--- config.mk ---
export PLATFORM = sky130hd
export DESIGN_NAME = mmioSubsystem
export DESIGN_NICKNAME = d
export VERILOG_FILES = /design/src/source/mmio_pkg.sv /design/src/source/busArbiter.sv /design/src/source/machineTimer.sv /design/src/source/mmioSubsystem.sv /design/src/source/spiController.sv /design/src/source/sysControl.sv
export VERILOG_INCLUDE_DIRS = /design/src /design/src/include
export SDC_FILE = /design/constraint.sdc
export NUM_CORES = 1
export LEC_CHECK = 0
export BUFFER_PORTS_ARGS = -buffer_cell sky130_fd_sc_hd__buf_4
export CAP_MARGIN = 10
export CORE_UTILIZATION = 60
export CTS_BUF_LIST = sky130_fd_sc_hd__clkbuf_4 sky130_fd_sc_hd__clkbuf_8
export CTS_CLUSTER_SIZE = 10
export DETAILED_ROUTE_END_ITERATION = 7
export PLACE_DENSITY_LB_ADDON = 0.08
export SLEW_MARGIN = 20
export SYNTH_ARGS = -nofsm -noshare
export SYNTH_HDL_FRONTEND = slang
export SYNTH_SLANG_ARGS = --single-unit
--- constraint.sdc ---
create_clock -name clk -period 7.5 [get_ports clk]
set_input_delay 0.75 -clock clk [delete_from_list [all_inputs] [get_ports clk]]
set_output_delay 0.75 -clock clk [all_outputs]
set_load 0.1 [all_outputs]
--- src/include/mmio_params.svh ---
`ifndef MMIO_PARAMS_SVH
`define MMIO_PARAMS_SVH

// ********************
// Peripheral byte addresses
// ********************

// System control register.
`define MMIO_SYSCON_ADDR   32'hFF00_0004

// SPI data register. The status register is at +4.
`define MMIO_SPI_ADDR      32'hFF00_0008

`define MMIO_MTIME_ADDR    32'hFF00_0080 // The mtime low word. The high word is at +4.
`define MMIO_MTIMECMP_ADDR 32'hFF00_0088 // The mtimecmp low word. The high word is at +4.

// ********************
// Timer
// ********************

`define MMIO_TIMER_DIV     4 // Clock cycles per mtime tick.

`endif

--- src/source/mmio_pkg.sv ---
package mmio_pkg;

    // ********************
    // Bus types
    // ********************

    typedef enum logic [1:0] {
        OP_NONE  = 2'd0,
        OP_READ  = 2'd1,
        OP_WRITE = 2'd2
    } busOp_t;

    typedef struct packed {
        busOp_t      op;
        logic [29:0] addr; // Word address.
        logic [3:0]  wmask;
        logic [31:0] wdata;
    } busReq_t;

    typedef struct packed {
        busReq_t req;
        logic    src; // Index of the issuing master.
    } busSlot_t;

    typedef struct packed {
        logic        valid;
        logic        src;
        logic [31:0] rdata;
    } busResp_t;

    // ********************
    // SPI engine
    // ********************

    typedef enum logic [1:0] {
        SPI_IDLE     = 2'd0,
        SPI_CLK_LOW  = 2'd1,
        SPI_CLK_HIGH = 2'd2
    } spiState_t;

endpackage

--- src/source/busArbiter.sv ---
`include "mmio_params.svh"

module busArbiter import mmio_pkg::*; (
    input  logic     clk,
    input  logic     rst,
    input  busReq_t  req0_i,
    input  busReq_t  req1_i,
    input  logic     spiBusy_i,
    output logic     accept0_o,
    output logic     accept1_o,
    output busSlot_t bus_o
);

    logic spiHold;
    logic blocked0;
    logic blocked1;
    logic want0;
    logic want1;
    logic grant0;
    logic grant1;
    logic rrPtr; // Master that won last time.

    function automatic logic isSpiWrite(input busReq_t req);
        return (req.op == OP_WRITE) && ({req.addr, 2'b00} == `MMIO_SPI_ADDR);
    endfunction

    // A write already on the slot has not reached the SPI yet.
    assign spiHold  = spiBusy_i || isSpiWrite(bus_o.req);
    assign blocked0 = spiHold && isSpiWrite(req0_i);
    assign blocked1 = spiHold && isSpiWrite(req1_i);

    assign want0 = (req0_i.op != OP_NONE) && !blocked0;
    assign want1 = (req1_i.op != OP_NONE) && !blocked1;

    assign grant1 = want1 && (!want0 || !rrPtr);
    assign grant0 = want0 && !grant1;

    assign accept0_o = !blocked0 && !grant1;
    assign accept1_o = !blocked1 && !grant0;

    always_ff @(posedge clk) begin
        if (rst) begin
            bus_o.req.op <= OP_NONE;
            bus_o.src    <= 1'b0;
            rrPtr        <= 1'b1; // Master 0 goes first.
        end else if (grant0) begin
            bus_o <= '{req: req0_i, src: 1'b0};
            rrPtr <= 1'b0;
        end else if (grant1) begin
            bus_o <= '{req: req1_i, src: 1'b1};
            rrPtr <= 1'b1;
        end else begin
            bus_o.req.op <= OP_NONE;
        end
    end

endmodule

--- src/source/machineTimer.sv ---
`include "mmio_params.svh"

module machineTimer import mmio_pkg::*; (
    input  logic     clk,
    input  logic     rst,
    input  busSlot_t bus_i,
    output busResp_t resp_o,
    output logic     timerIrq_o
);

    localparam int DivW = $clog2(`MMIO_TIMER_DIV + 1);
    localparam logic [DivW-1:0] DivLast = DivW'(`MMIO_TIMER_DIV - 1);

    logic [DivW-1:0] divCnt;
    logic [63:0]     mtime;
    logic [63:0]     mtimecmp;
    logic            tick;
    logic [31:0]     byteAddr;
    logic            isRead;
    logic            isWrite;
    busResp_t        respNext;

    function automatic logic [31:0] mergeBytes(input logic [31:0] old,
                                               input logic [31:0] data,
                                               input logic [3:0]  mask);
        logic [31:0] result;
        result = old;
        for (int i = 0; i < 4; i++) begin
            if (mask[i]) result[8*i +: 8] = data[8*i +: 8];
        end
        return result;
    endfunction

    assign byteAddr   = {bus_i.req.addr, 2'b00};
    assign isRead     = bus_i.req.op == OP_READ;
    assign isWrite    = bus_i.req.op == OP_WRITE;
    assign tick       = divCnt == '0;
    assign timerIrq_o = mtime >= mtimecmp;

    always_comb begin
        respNext = '0;
        if (isRead) begin
            respNext.valid = 1'b1;
            respNext.src   = bus_i.src;
            case (byteAddr)
                `MMIO_MTIME_ADDR:              respNext.rdata = mtime[31:0];
                `MMIO_MTIME_ADDR + 32'd4:      respNext.rdata = mtime[63:32];
                `MMIO_MTIMECMP_ADDR:           respNext.rdata = mtimecmp[31:0];
                `MMIO_MTIMECMP_ADDR + 32'd4:   respNext.rdata = mtimecmp[63:32];
                default:                       respNext = '0;
            endcase
        end
    end

    always_ff @(posedge clk) begin
        resp_o <= respNext;
        if (rst) begin
            resp_o.valid <= 1'b0;
            divCnt       <= DivLast;
            mtime        <= '0;
            mtimecmp     <= '1; // Interrupt stays inactive.
        end else begin
            divCnt <= tick ? DivLast : divCnt - 1'b1;
            if (tick) mtime <= mtime + 64'd1;
            if (isWrite) begin
                case (byteAddr)
                    `MMIO_MTIME_ADDR:
                        mtime <= {mtime[63:32], mergeBytes(mtime[31:0], bus_i.req.wdata,
                                                           bus_i.req.wmask)};
                    `MMIO_MTIME_ADDR + 32'd4:
                        mtime <= {mergeBytes(mtime[63:32], bus_i.req.wdata,
                                             bus_i.req.wmask), mtime[31:0]};
                    `MMIO_MTIMECMP_ADDR:
                        mtimecmp[31:0] <= mergeBytes(mtimecmp[31:0], bus_i.req.wdata,
                                                     bus_i.req.wmask);
                    `MMIO_MTIMECMP_ADDR + 32'd4:
                        mtimecmp[63:32] <= mergeBytes(mtimecmp[63:32], bus_i.req.wdata,
                                                      bus_i.req.wmask);
                    default: ;
                endcase
            end
        end
    end

endmodule

--- src/source/mmioSubsystem.sv ---
`include "mmio_params.svh"

module mmioSubsystem import mmio_pkg::*; (
    input  logic     clk,
    input  logic     rst,
    input  busReq_t  req0_i,
    input  busReq_t  req1_i,
    output logic     accept0_o,
    output logic     accept1_o,
    output busResp_t resp0_o,
    output busResp_t resp1_o,
    output logic     timerIrq_o,
    output logic     reboot_o,
    output logic     powerOff_o,
    output logic     spiCs_o,
    output logic     spiClk_o,
    output logic     spiMosi_o,
    input  logic     spiMiso_i
);

    busSlot_t    busSlot;
    busResp_t    timerResp;
    busResp_t    spiResp;
    busResp_t    unmappedResp;
    busResp_t    mergedResp;
    logic        spiBusy;
    logic [31:0] byteAddr;
    logic        mappedRead;
    logic        unmappedValid;
    logic        unmappedSrc;

    busArbiter arbiter_i (
        .clk       (clk),
        .rst       (rst),
        .req0_i    (req0_i),
        .req1_i    (req1_i),
        .spiBusy_i (spiBusy),
        .accept0_o (accept0_o),
        .accept1_o (accept1_o),
        .bus_o     (busSlot)
    );

    machineTimer timer_i (
        .clk        (clk),
        .rst        (rst),
        .bus_i      (busSlot),
        .resp_o     (timerResp),
        .timerIrq_o (timerIrq_o)
    );

    spiController spi_i (
        .clk       (clk),
        .rst       (rst),
        .bus_i     (busSlot),
        .resp_o    (spiResp),
        .spiBusy_o (spiBusy),
        .spiCs_o   (spiCs_o),
        .spiClk_o  (spiClk_o),
        .spiMosi_o (spiMosi_o),
        .spiMiso_i (spiMiso_i)
    );

    sysControl sysCon_i (
        .clk        (clk),
        .rst        (rst),
        .bus_i      (busSlot),
        .reboot_o   (reboot_o),
        .powerOff_o (powerOff_o)
    );

    // ********************
    // Unmapped reads
    // ********************

    assign byteAddr = {busSlot.req.addr, 2'b00};

    // System control has no read port, so its address reads as zero here too.
    assign mappedRead = (byteAddr == `MMIO_MTIME_ADDR)
                     || (byteAddr == `MMIO_MTIME_ADDR + 32'd4)
                     || (byteAddr == `MMIO_MTIMECMP_ADDR)
                     || (byteAddr == `MMIO_MTIMECMP_ADDR + 32'd4)
                     || (byteAddr == `MMIO_SPI_ADDR)
                     || (byteAddr == `MMIO_SPI_ADDR + 32'd4);

    always_ff @(posedge clk) begin
        if (rst) begin
            unmappedValid <= 1'b0;
            unmappedSrc   <= 1'b0;
        end else begin
            unmappedValid <= (busSlot.req.op == OP_READ) && !mappedRead;
            unmappedSrc   <= (busSlot.req.op == OP_READ) && !mappedRead && busSlot.src;
        end
    end

    assign unmappedResp = '{valid: unmappedValid, src: unmappedSrc, rdata: 32'b0};

    // ********************
    // Response routing
    // ********************

    assign mergedResp = busResp_t'(timerResp | spiResp | unmappedResp); // Idle peers drive zero.

    always_comb begin
        resp0_o       = mergedResp;
        resp0_o.valid = mergedResp.valid && !mergedResp.src;
        resp1_o       = mergedResp;
        resp1_o.valid = mergedResp.valid && mergedResp.src;
    end

endmodule

--- src/source/spiController.sv ---
`include "mmio_params.svh"

module spiController import mmio_pkg::*; (
    input  logic     clk,
    input  logic     rst,
    input  busSlot_t bus_i,
    output busResp_t resp_o,
    output logic     spiBusy_o,
    output logic     spiCs_o,
    output logic     spiClk_o,
    output logic     spiMosi_o,
    input  logic     spiMiso_i
);

    spiState_t   state;
    logic [31:0] shiftBuf; // Transmit bits leave the top, received bits enter the bottom.
    logic [5:0]  bitCnt;
    logic        rxValid;
    logic [31:0] byteAddr;
    logic        dataWrite;
    logic        dataRead;
    logic        statusRead;
    busResp_t    respNext;

    assign byteAddr   = {bus_i.req.addr, 2'b00};
    assign dataWrite  = (bus_i.req.op == OP_WRITE) && (byteAddr == `MMIO_SPI_ADDR);
    assign dataRead   = (bus_i.req.op == OP_READ) && (byteAddr == `MMIO_SPI_ADDR);
    assign statusRead = (bus_i.req.op == OP_READ) && (byteAddr == `MMIO_SPI_ADDR + 32'd4);
    assign spiBusy_o  = state != SPI_IDLE;

    always_comb begin
        respNext = '0;
        if (dataRead) begin
            respNext.valid = 1'b1;
            respNext.src   = bus_i.src;
            respNext.rdata = shiftBuf;
        end else if (statusRead) begin
            respNext.valid = 1'b1;
            respNext.src   = bus_i.src;
            respNext.rdata = {23'b0, rxValid, 7'b0, spiBusy_o};
        end
    end

    always_ff @(posedge clk) begin
        resp_o <= respNext;
        if (rst) begin
            resp_o.valid <= 1'b0;
            state        <= SPI_IDLE;
            bitCnt       <= '0;
            rxValid      <= 1'b0;
            spiCs_o      <= 1'b1;
            spiClk_o     <= 1'b0;
            spiMosi_o    <= 1'b0;
        end else begin
            if (dataRead) rxValid <= 1'b0;

            case (state)
                SPI_IDLE: begin
                    if (dataWrite) begin
                        case (bus_i.req.wmask)
                            4'b0001: begin
                                shiftBuf  <= {bus_i.req.wdata[7:0], 24'b0};
                                bitCnt    <= 6'd8;
                                spiMosi_o <= bus_i.req.wdata[7];
                            end
                            4'b0011: begin
                                shiftBuf  <= {bus_i.req.wdata[15:0], 16'b0};
                                bitCnt    <= 6'd16;
                                spiMosi_o <= bus_i.req.wdata[15];
                            end
                            default: begin
                                shiftBuf  <= bus_i.req.wdata;
                                bitCnt    <= 6'd32;
                                spiMosi_o <= bus_i.req.wdata[31];
                            end
                        endcase
                        spiCs_o <= 1'b0;
                        state   <= SPI_CLK_LOW;
                    end
                end
                SPI_CLK_LOW: begin
                    spiClk_o <= 1'b1;
                    shiftBuf <= {shiftBuf[30:0], spiMiso_i}; // Sample on the rising SPI clock.
                    state    <= SPI_CLK_HIGH;
                end
                SPI_CLK_HIGH: begin
                    spiClk_o <= 1'b0;
                    bitCnt   <= bitCnt - 6'd1;
                    if (bitCnt == 6'd1) begin
                        spiCs_o <= 1'b1;
                        rxValid <= 1'b1;
                        state   <= SPI_IDLE;
                    end else begin
                        spiMosi_o <= shiftBuf[31];
                        state     <= SPI_CLK_LOW;
                    end
                end
                default: state <= SPI_IDLE;
            endcase
        end
    end

endmodule

--- src/source/sysControl.sv ---
`include "mmio_params.svh"

module sysControl import mmio_pkg::*; (
    input  logic     clk,
    input  logic     rst,
    input  busSlot_t bus_i,
    output logic     reboot_o,
    output logic     powerOff_o
);

    logic sysWrite;

    assign sysWrite = (bus_i.req.op == OP_WRITE)
                   && ({bus_i.req.addr, 2'b00} == `MMIO_SYSCON_ADDR)
                   && bus_i.req.wmask[0];

    // Both outputs are single-cycle pulses.
    always_ff @(posedge clk) begin
        if (rst) begin
            reboot_o   <= 1'b0;
            powerOff_o <= 1'b0;
        end else begin
            reboot_o   <= sysWrite && (bus_i.req.wdata[7:0] == 8'h77);
            powerOff_o <= sysWrite && (bus_i.req.wdata[7:0] == 8'h55);
        end
    end

endmodule
Word-level counts from Yosys, hierarchy flattened
Index checks and enable logic that the tools add are counted.
{"block": "totals", "ff_bits": 317, "latch_bits": 0, "mem_bits_rw": 0, "mem_bits_ro": 0, "inputBits": 139, "n_memories": 0}
{"block": "op_classes", "add_sub_neg": 3, "mul": 0, "n_div": 0, "n_lt_le_gt_ge": 1, "eq_ne": 33, "shifts": 0, "muxes": 36, "n_bitwise": 4, "reduce_logical": 71}
{"cell": "30-bit == test (second input constant)", "n": 9}
{"cell": "64-bit two-way mux", "n": 2}
{"cell": "32-bit case mux with 2 select lines", "n": 2}
{"cell": "32-bit case mux with 4 select lines", "n": 1}
{"cell": "64-bit case mux with 2 select lines", "n": 1}
{"cell": "69-bit two-way mux", "n": 1}
{"cell": "34-bit two-way mux", "n": 2}
{"cell": "34-bit OR", "n": 2}
{"cell": "67-bit two-way mux", "n": 1}
{"cell": "64-bit by 1-bit adder with 64-bit output (second input constant)", "n": 1}
{"cell": "64-bit >= comparator", "n": 1}
{"cell": "3-bit AND reduction", "n": 11}
{"cell": "32-bit two-way mux", "n": 1}
{"cell": "8-bit two-way mux", "n": 4}
{"cell": "3-bit inequality test (second input constant)", "n": 8}
{"cell": "6-bit case mux with 2 select lines", "n": 2}
{"cell": "2-bit AND reduction", "n": 11}
{"cell": "1-bit logical AND", "n": 21}
{"cell": "8-bit by 7-bit == test with 1-bit output (second input constant)", "n": 2}
{"cell": "2-bit nonzero test", "n": 7}
{"cell": "1-bit two-way mux", "n": 10}
{"cell": "2-bit == test (second input constant)", "n": 4}
{"cell": "1-bit logical NOT", "n": 8}
{"cell": "1-bit case mux with 2 select lines", "n": 4}
{"cell": "other kinds (17)", "n": 32}

Logic depth before layout (Yosys ltp)
Gate-level depths: netlist of the first run.
{"block": "depth", "depth_word": 13, "mapped_depth": 12}

Modules after synthesis
A second synthesis of the first run with hierarchy kept.
{"block": "hier_totals", "hier_cells": 2019, "hier_area_um2": 17744.5}
{"module": "machineTimer", "instances": 1, "cells_per_inst": 1210, "area_each_um2": 10039.6, "seq_area_each_um2": 3303.2}
{"module": "busArbiter", "instances": 1, "cells_per_inst": 356, "area_each_um2": 3503.4, "seq_area_each_um2": 2062.0}
{"module": "spiController", "instances": 1, "cells_per_inst": 347, "area_each_um2": 3384.5, "seq_area_each_um2": 1881.8}
{"module": "mmioSubsystem", "instances": 1, "cells_per_inst": 86, "area_each_um2": 640.6, "seq_area_each_um2": 40.0}
{"module": "sysControl", "instances": 1, "cells_per_inst": 20, "area_each_um2": 176.4, "seq_area_each_um2": 40.0}

Worst setup path after synthesis of the first run
OpenSTA, ideal clock, no wires.
{"block": "synth_timing", "path_kind": "flip-flop to flip-flop", "from": "reg arbiter_i.bus_o[63] (netlist name)", "to": "reg arbiter_i.bus_o[10] (netlist name) (enable)", "arrival_time_ns": 4.812, "required_time_ns": 6.988, "path_slack_ns": 2.177, "stages_incl_launch_ff": 9, "cell_sequence": "edfxtp_1 and3_1 and3_1 clkbuf_1 a31oi_1 o22a_1 buf_2 inv_1 a21oi_1"}
{"block": "synth_between", "elab_chain_len": 13, "word_cells_on_any_way": 16}
{"item": "start: declaration", "line": "busArbiter.sv:11", "rtl": "output busSlot_t bus_o"}
{"item": "start signal: assignment", "line": "busArbiter.sv:47", "rtl": "bus_o <= '{req: req0_i, src: 1'b0};"}
{"item": "start signal: assignment", "line": "busArbiter.sv:50", "rtl": "bus_o <= '{req: req1_i, src: 1'b1};"}
{"item": "30-bit == test (no line) *"}
{"item": "1-bit logical AND *", "line": "busArbiter.sv:24", "rtl": "return (req.op == OP_WRITE) && ({req.addr, 2'b00} == `MMIO_SPI_ADDR);"}
{"item": "1-bit logical OR *", "line": "busArbiter.sv:28", "rtl": "assign spiHold = spiBusy_i || isSpiWrite(bus_o.req);"}
{"item": "1-bit logical AND", "line": "busArbiter.sv:29", "rtl": "assign blocked0 = spiHold && isSpiWrite(req0_i);"}
{"item": "1-bit logical NOT", "line": "busArbiter.sv:32", "rtl": "assign want0 = (req0_i.op != OP_NONE) && !blocked0;"}
{"item": "1-bit logical AND", "line": "busArbiter.sv:32"}
{"item": "1-bit logical NOT", "line": "busArbiter.sv:35", "rtl": "assign grant1 = want1 && (!want0 || !rrPtr);"}
{"item": "1-bit logical OR", "line": "busArbiter.sv:35"}
{"item": "1-bit logical AND", "line": "busArbiter.sv:35"}
{"item": "1-bit logical NOT", "line": "busArbiter.sv:36", "rtl": "assign grant0 = want0 && !grant1;"}
{"item": "1-bit logical AND", "line": "busArbiter.sv:36"}
{"item": "2-bit nonzero test (no line) *"}
{"item": "2-bit AND reduction (no line) *"}
Every way passes the cells marked *; elsewhere a longest branch is shown, timed or not.
A chain may end at the register's enable or synchronous reset.

Worst setup path in the final report of the first run
{"block": "layout_timing", "from": "reg arbiter_i.bus_o[68] (netlist name)", "to": "out accept1_o"}
{"block": "layout_between", "elab_chain_len": 13, "word_cells_on_any_way": 16}
{"item": "2-bit == test *", "line": "busArbiter.sv:24"}
{"item": "1-bit logical AND *", "line": "busArbiter.sv:24"}
{"item": "1-bit logical OR *", "line": "busArbiter.sv:28"}
{"item": "1-bit logical AND", "line": "busArbiter.sv:29"}
{"item": "1-bit logical NOT", "line": "busArbiter.sv:32"}
{"item": "1-bit logical AND", "line": "busArbiter.sv:32"}
{"item": "1-bit logical NOT", "line": "busArbiter.sv:35"}
{"item": "1-bit logical OR", "line": "busArbiter.sv:35"}
{"item": "1-bit logical AND", "line": "busArbiter.sv:35"}
{"item": "1-bit logical NOT", "line": "busArbiter.sv:36"}
{"item": "1-bit logical AND", "line": "busArbiter.sv:36"}
{"item": "1-bit logical NOT", "line": "busArbiter.sv:39", "rtl": "assign accept1_o = !blocked1 && !grant0;"}
{"item": "1-bit logical AND *", "line": "busArbiter.sv:39"}
{"item": "end: declaration", "line": "mmioSubsystem.sv:9", "rtl": "output logic accept1_o,"}
Marks and branches as above.

==> results.json, run 1 <==
{
  "nFillCells": 2202,
  "dieArea_um2": 28400,
  "clockBufferDepth": 3,
  "postCtsSetupRepairBufs": 0,
  "dp_hpwl_mm": 35.0,
  "drv_slew": 0,
  "r2r_end": "arbiter_i.bus_o[68]",
  "hold_depth": 1,
  "cp-end-kind": "primary output",
  "fin_crit_sh": 0.621,
  "worst_hold_path.endpoint": "timer_i.divCnt[0]",
  "synth_cell_types": 61,
  "areaGrowthSynthToFinish_pct": 16.0,
  "synth-async-reset-ratio": 0,
  "ant_nets": 0,
  "syn-num-nets": 2204,
  "grtUsageTotal": 0.345,
  "yosys_warnings": 0,
  "rsz0062_at_grt": "no",
  "hold_start": "timer_i.divCnt[0]",
  "yosys-top-cells-area": "dfxtp_1 (26%), edfxtp_1 (18%), nand2_1 (7.6%)",
  "die-height_um": 168,
  "power_leakage_nw": 8.66,
  "h-tree-depth": 2,
  "dieWidth_um": 168,
  "max-cap-violations": 0,
  "drt-initial-drc-count": 1845,
  "fin_nets": 2333,
  "r2r_slack_ps": 3710,
  "grt_max_degree": 73,
  "post_dp_cell_area_um2": 18100,
  "wl_per_cell_um": 19.6,
  "ys_ff_latch": 317,
  "synthFlopType": "dfxtp_1",
  "timing.fmax_mhz": 215,
  "drcViolationCount": 1,
  "crit_type": "reg2out",
  "tightest_slew_ps": 1050,
  "first_pass_iters": 8,
  "finalSetupTns_ps": 0,
  "ios": 215,
  "first_global_vias": 14344,
  "hold_class": "reg2reg",
  "finalInstanceArea_um2": 19300,
  "cp_max_fo": 69,
  "final.setup_skew_ps": 32.6,
  "cts.sinks": 317,
  "place.gp.congestion": 0.927,
  "ctsHoldBuffers": 0,
  "min_period_ps": 4660,
  "drt_wl_total_mm": 49.7,
  "r2r_start": "arbiter_i.bus_o[68]",
  "drive_gt1_frac": 0.182,
  "overflow": 0,
  "setup_violations": 0,
  "reg2reg_depth": 9,
  "cp.required_ps": 6750,
  "vdd_drop_max_mv": 0.130,
  "clk_pin_slew_ps": 60,
  "powerDensity_nw_per_um2": 202,
  "ys_seq_area_frac": 0.441,
  "cts_resized": 0,
  "numCtsBuffers": 52,
  "root_buffer": "clkbuf_8",
  "utilization": 0.712,
  "status": "complete, but fails checks",
  "synth-edff-count": 98,
  "syn_area_per_cell_um2": 8.35,
  "power_w": 0.00389,
  "clkLatencyLatePin_ps": 600,
  "portBuffers": 214,
  "cts_tree": "yes",
  "diodes": 0,
  "via_count": 15786,
  "multiInputGateArea_um2": 8270,
  "syn_inst": 1992,
  "initial_core_util": 0.614,
  "num_rows": 60,
  "grt_pass1_wl_mm": 76.9,
  "crit_path_start": "arbiter_i.bus_o[68]",
  "antenna_found_initial": 2,
  "arrival_ps": 3910,
  "hold_violations": 0,
  "core_um2": 27100,
  "netlist_area_um2": 16600,
  "via_per_inst": 6.22,
  "final-seq-area_um2": 7330,
  "synth_top_area_cell": "dfxtp_1",
  "netlist.area_leader.share": 0.264,
  "violations": "DRC",
  "max_slew_margin": 0.303,
  "startpoint_type": "register"
}
[cells in the final DEF (no fill, tap or decap), types with 12 or more instances in the layout]
| master | Yosys | final |
|---|---|---|
| a211oi_1 | 13 | 13 |
| a21oi_1 | 74 | 72 |
| a221oi_1 | 38 | 38 |
| a31oi_1 | 17 | 17 |
| and2_1 | 38 | 38 |
| and3_1 | 29 | 29 |
| buf_4 | 35 | 232 |
| clkbuf_4 | 0 | 12 |
| clkbuf_8 | 0 | 60 |
| clkinv_2 | 0 | 14 |
| dfxtp_1 | 219 | 219 |
| edfxtp_1 | 98 | 98 |
| ha_1 | 73 | 72 |
| inv_1 | 86 | 86 |
| mux2i_1 | 44 | 44 |
| nand2_1 | 336 | 336 |
| nand3_1 | 176 | 176 |
| nand4_1 | 39 | 39 |
| nor2_1 | 182 | 182 |
| nor3_1 | 49 | 49 |
| nor4_1 | 36 | 36 |
| o211ai_1 | 42 | 42 |
| o21ai_0 | 86 | 86 |
| or2_2 | 37 | 37 |
[final cells by class]
class | instances | area share
Inverter | 87 | 0.0169
Sequential cell | 317 | 0.380
Timing Repair Buffer | 232 | 0.0903
Tap cell | 372 | 0.0241
Clock inverter | 25 | 0.0132
Clock buffer | 72 | 0.0475
Multi-Input combinational cell | 1431 | 0.428
[kinds of logic (layout without fill, tap and decap cells)]
kind of cell | count (synthesis) | count (layout) | share of synthesized area
AND/OR/NAND/NOR | 982 | 982 | 0.282
AO/OA/AOI/OAI | 322 | 322 | 0.125
flip-flops | 317 | 317 | 0.441
buffers and inverters | 244 | 416 | 0.0639
adder cells (fa/ha/maj) | 73 | 73 | 0.0549
multiplexers | 54 | 54 | 0.0333
[worst max path at each step]
stage / endpoint / slack (ps) / cells after the start
global placement: accept1_o / 3590 / 9
CTS: accept1_o / 2910 / 8
floorplan: arbiter_i.bus_o[10] / 2180 / 8
finish: accept1_o / 2840 / 8
global route: accept1_o / 2670 / 8
detailed placement: accept1_o / 3510 / 8
[metrics by stage]
step	hold WS, ps	cells	worst slack (ps)
2_1_floorplan	358	1992	2180
3_3_place_gp	366	2439	3590
3_5_place_dp	376	2439	3510
4_1_cts	390	2536	2910
5_1_grt	407	2536	2670
6_report	385	2536	2840
[critical path, cell delays in order (launching register included)]
cell and delay [ps]:
dfxtp_1 350, nor2b_1 570, nor4bb_1 590, a31oi_1 390, o22a_2 320, buf_4 350
a21o_2 310, a21oi_1 140, buf_4 310
[metal layers]
metal  vias up  wire length (um)  track usage
met4         2              1960        0.156
met2       902             22300        0.539
met1      7383             20200        0.472
met3       152              5200       0.0578
met5         -                14            0
li1       7347                 -            -
[cell usage after synthesis, drive strengths merged (13+ instances only)]
cell type,count
dfxtp,219
nand2,336
and3,31
o21ai,86
inv,87
nand3,178
ha,73
mux2i,44
o211ai,42
clkbuf,101
nand4,40
a31oi,17
a21oi,75
a211oi,13
and2,39
a221oi,38
edfxtp,98
or2,39
nor4,38
nor3,49
nor2,183
buf,56
[sequential cells by signal, summed over array words and instances, names as in the netlist]
signal and count:
spi_i.spiCs_o 1, timer_i.divCnt 3, arbiter_i.rrPtr 1, spi_i.rxValid 1
sysCon_i.reboot_o 1, unmappedSrc 1, timer_i.resp_o 34, spi_i.resp_o 34
spi_i.bitCnt 6, spi_i.shiftBuf 32, spi_i.spiClk_o 1, arbiter_i.bus_o 69
unmappedValid 1, sysCon_i.powerOff_o 1, spi_i.state 2, timer_i.mtimecmp 64
spi_i.spiMosi_o 1, timer_i.mtime 64
[power by group]
group	switching, W	internal [W]
clock	0.000723	0.000967
combinational	0.000184	0.000118
sequential	0.0000779	0.00182
total	0.000985	0.00291
(Power assumes the default switching activity.)
==> run 2: changes to the inputs <==
--- a/config.mk
+++ b/config.mk
@@ -6,9 +6,10 @@
 export SDC_FILE = /design/constraint.sdc
 export NUM_CORES = 1
 export LEC_CHECK = 0
+export ABC_AREA = 1
 export BUFFER_PORTS_ARGS = -buffer_cell sky130_fd_sc_hd__buf_4
 export CAP_MARGIN = 10
-export CORE_UTILIZATION = 60
+export CORE_UTILIZATION = 61
 export CTS_BUF_LIST = sky130_fd_sc_hd__clkbuf_4 sky130_fd_sc_hd__clkbuf_8
 export CTS_CLUSTER_SIZE = 10
 export DETAILED_ROUTE_END_ITERATION = 7
==> constraint.sdc (replaced) <==
create_clock -name clk -period 4.7 [get_ports clk]
set_input_delay 0.47 -clock clk [delete_from_list [all_inputs] [get_ports clk]]
set_output_delay 0.47 -clock clk [all_outputs]
set_load 0.1 [all_outputs]
==> run 2 against run 1 <==
  * The run now ends clean
  * Wire length up 47%
  * Final cell count up 22%
  * Global-route usage up 13 points
  * Synthesized area up 9.1%
  * Cell area up 8.5%
  * Highest routed layer is now met4
==> results.json, run 2 <==
{
  "overflow": 0,
  "initial_core_util": 0.627,
  "postCtsSetupRepairBufs": 0,
  "r2r_end": "arbiter_i.bus_o[19]",
  "timing.fmax_mhz": 264,
  "r2r_start": "arbiter_i.bus_o[67]",
  "rsz0062_at_grt": "no",
  "areaGrowthSynthToFinish_pct": 15.4,
  "antenna_found_initial": 1,
  "drcViolationCount": 0,
  "num_rows": 62,
  "final.setup_skew_ps": 42.1,
  "utilization": 0.723,
  "syn-num-nets": 2722,
  "cp_max_fo": 48,
  "drt_wl_total_mm": 73.2,
  "power_leakage_nw": 10.6,
  "core_um2": 28900,
  "place_ws_ps": 1660,
  "cts_tree": "yes",
  "cp-end-kind": "primary output",
  "ant_nets": 0,
  "synth_cell_types": 51,
  "max-cap-violations": 0,
  "reg2reg_depth": 11,
  "clockBufferDepth": 3,
  "synth-async-reset-ratio": 0,
  "cts_resized": 0,
  "via_per_inst": 6.41,
  "first_global_vias": 18914,
  "yosys-top-cells-area": "dfxtp_1 (24%), edfxtp_1 (16%), nand2_1 (11%)",
  "ys_ff_latch": 317,
  "netlist.area_leader.share": 0.242,
  "instances_no_fill": 3106,
  "regMostFlops": "arbiter_i.bus_o",
  "dieWidth_um": 174,
  "tightest_slew_ps": 1050,
  "mostFrequentLayoutCells": "nand2_1 (524), inv_1 (382), nor2_1 (272)",
  "dieArea_um2": 30400,
  "largest_registers": "arbiter_i.bus_o: 69 flops, timer_i.mtime: 64 flops, timer_i.mtimecmp: 64 flops",
  "synth-edff-count": 98,
  "hold_class": "in2reg",
  "synth.most_common_cell": "nand2_1",
  "nFillCells": 2154,
  "grtUsageTotal": 0.471,
  "status": "completed",
  "setup_violations": 0,
  "powerDensity_nw_per_um2": 343,
  "ys_seq_area_frac": 0.404,
  "power_w": 0.00717,
  "portBuffers": 214,
  "largest_register_ffs": 69,
  "h-tree-depth": 2,
  "clkLatencyLatePin_ps": 620,
  "endpoint": "accept1_o",
  "vdd_drop_max_mv": 0.299,
  "via_count": 19924,
  "place_inst": 3007,
  "ctsHoldBuffers": 0,
  "cp.required_ps": 4230,
  "min_period_ps": 3780,
  "grt_pass1_wl_mm": 109,
  "drt-initial-drc-count": 3169,
  "place.gp.congestion": 1.09,
  "syn_area_per_cell_um2": 7.22,
  "die-height_um": 174,
  "ios": 215,
  "fin_ws_ps": 918,
  "r2r_slack_ps": 1510,
  "syn_inst": 2510,
  "hold_start": "req1_i[14]",
  "crit_type": "reg2out",
  "synth_top_cells_by_count": "nand2_1 (524), inv_1 (383), nor2_1 (272), nand3_1 (248), dfxtp_1 (219)",
  "finalSetupTns_ps": 0,
  "arrival_ps": 3310,
  "fin_crit_sh": 0.805,
  "hold_depth": 3,
  "startpoint_type": "register",
  "layout_commonest_cell": "nand2_1",
  "yosys_warnings": 0,
  "synthFlopType": "dfxtp_1",
  "grt_max_degree": 77,
  "synth_top_area_cell": "dfxtp_1",
  "wl_per_cell_um": 23.6,
  "drive_gt1_frac": 0.145,
  "crit_path_start": "arbiter_i.bus_o[67]",
  "numCtsBuffers": 52,
  "netlist_area_um2": 18100,
  "root_buffer": "clkbuf_8",
  "clk_pin_slew_ps": 70,
  "fin_nets": 2889,
  "hold_violations": 0,
  "first_pass_iters": 6,
  "cts.sinks": 317,
  "max_slew_margin": 0.299,
  "dp_hpwl_mm": 53.8,
  "drv_slew": 0
}
[run 2: routing by layer]
metal	vias up	share of wire	GRT usage
li1	8665	-	-
met1	9117	0.35	0.573
met2	1728	0.44	0.737
met3	414	0.13	0.112
met4	0	0.081	0.329
met5	-	0	0
[run 2: worst min path at each step]
stage,endpoint,slack (ps)
finish,arbiter_i.bus_o[15],120
CTS,arbiter_i.bus_o[15],120
global route,arbiter_i.bus_o[15],140
floorplan,timer_i.divCnt[0],370
global placement,timer_i.divCnt[0],370
detailed placement,timer_i.divCnt[0],390
[run 2: layout make-up]
class / count / area (um^2) / share of cell area
Multi-Input combinational cell: 1679 / 8690 / 0.415
Sequential cell: 317 / 7330 / 0.350
Timing Repair Buffer: 236 / 1780 / 0.0852
Inverter: 391 / 1470 / 0.0703
Clock buffer: 83 / 1020 / 0.0486
Tap cell: 384 / 480 / 0.0230
Clock inverter: 15 / 156 / 0.00747
Antenna cell: 1 / 2.50 / 0.000120
[run 2: critical path: stages, from the launching register on]
cell and delay, ps:
dfxtp_1 310, inv_1 60, nand2_1 70, buf_4 320, inv_2 350, nand3_1 200, nand2_2 190, a21boi_4 200
buf_4 510, nand2_1 140, nand2_1 80, inv_1 40, buf_4 220
[run 2: metrics by stage]
stage,hold slack [ps],instance area (um^2)
3_3_place_gp,374,19800
6_report,118,20900
5_1_grt,138,20900
2_1_floorplan,366,18100
4_1_cts,119,20900
3_5_place_dp,385,19800
[run 2: kinds of logic (layout without fill, tap and decap cells)]
group | count (synthesis) | count (layout) | synth area share
xor+xnor | 17 | 17 | 0.00821
flops | 317 | 317 | 0.404
buf+inv | 514 | 725 | 0.118
compound gates | 386 | 386 | 0.131
other cells | 0 | 1 | 0
simple gates | 1203 | 1203 | 0.289
fa+ha+maj | 73 | 73 | 0.0504
[run 2: report_power, final]
part	total (W)	internal, W	leakage [nW]	switching, W
combinational	0.00126	0.000339	7.25	0.000923
clock	0.00273	0.00154	0.627	0.00118
sequential	0.00319	0.00307	2.72	0.000118
total	0.00717	0.00495	10.6	0.00222
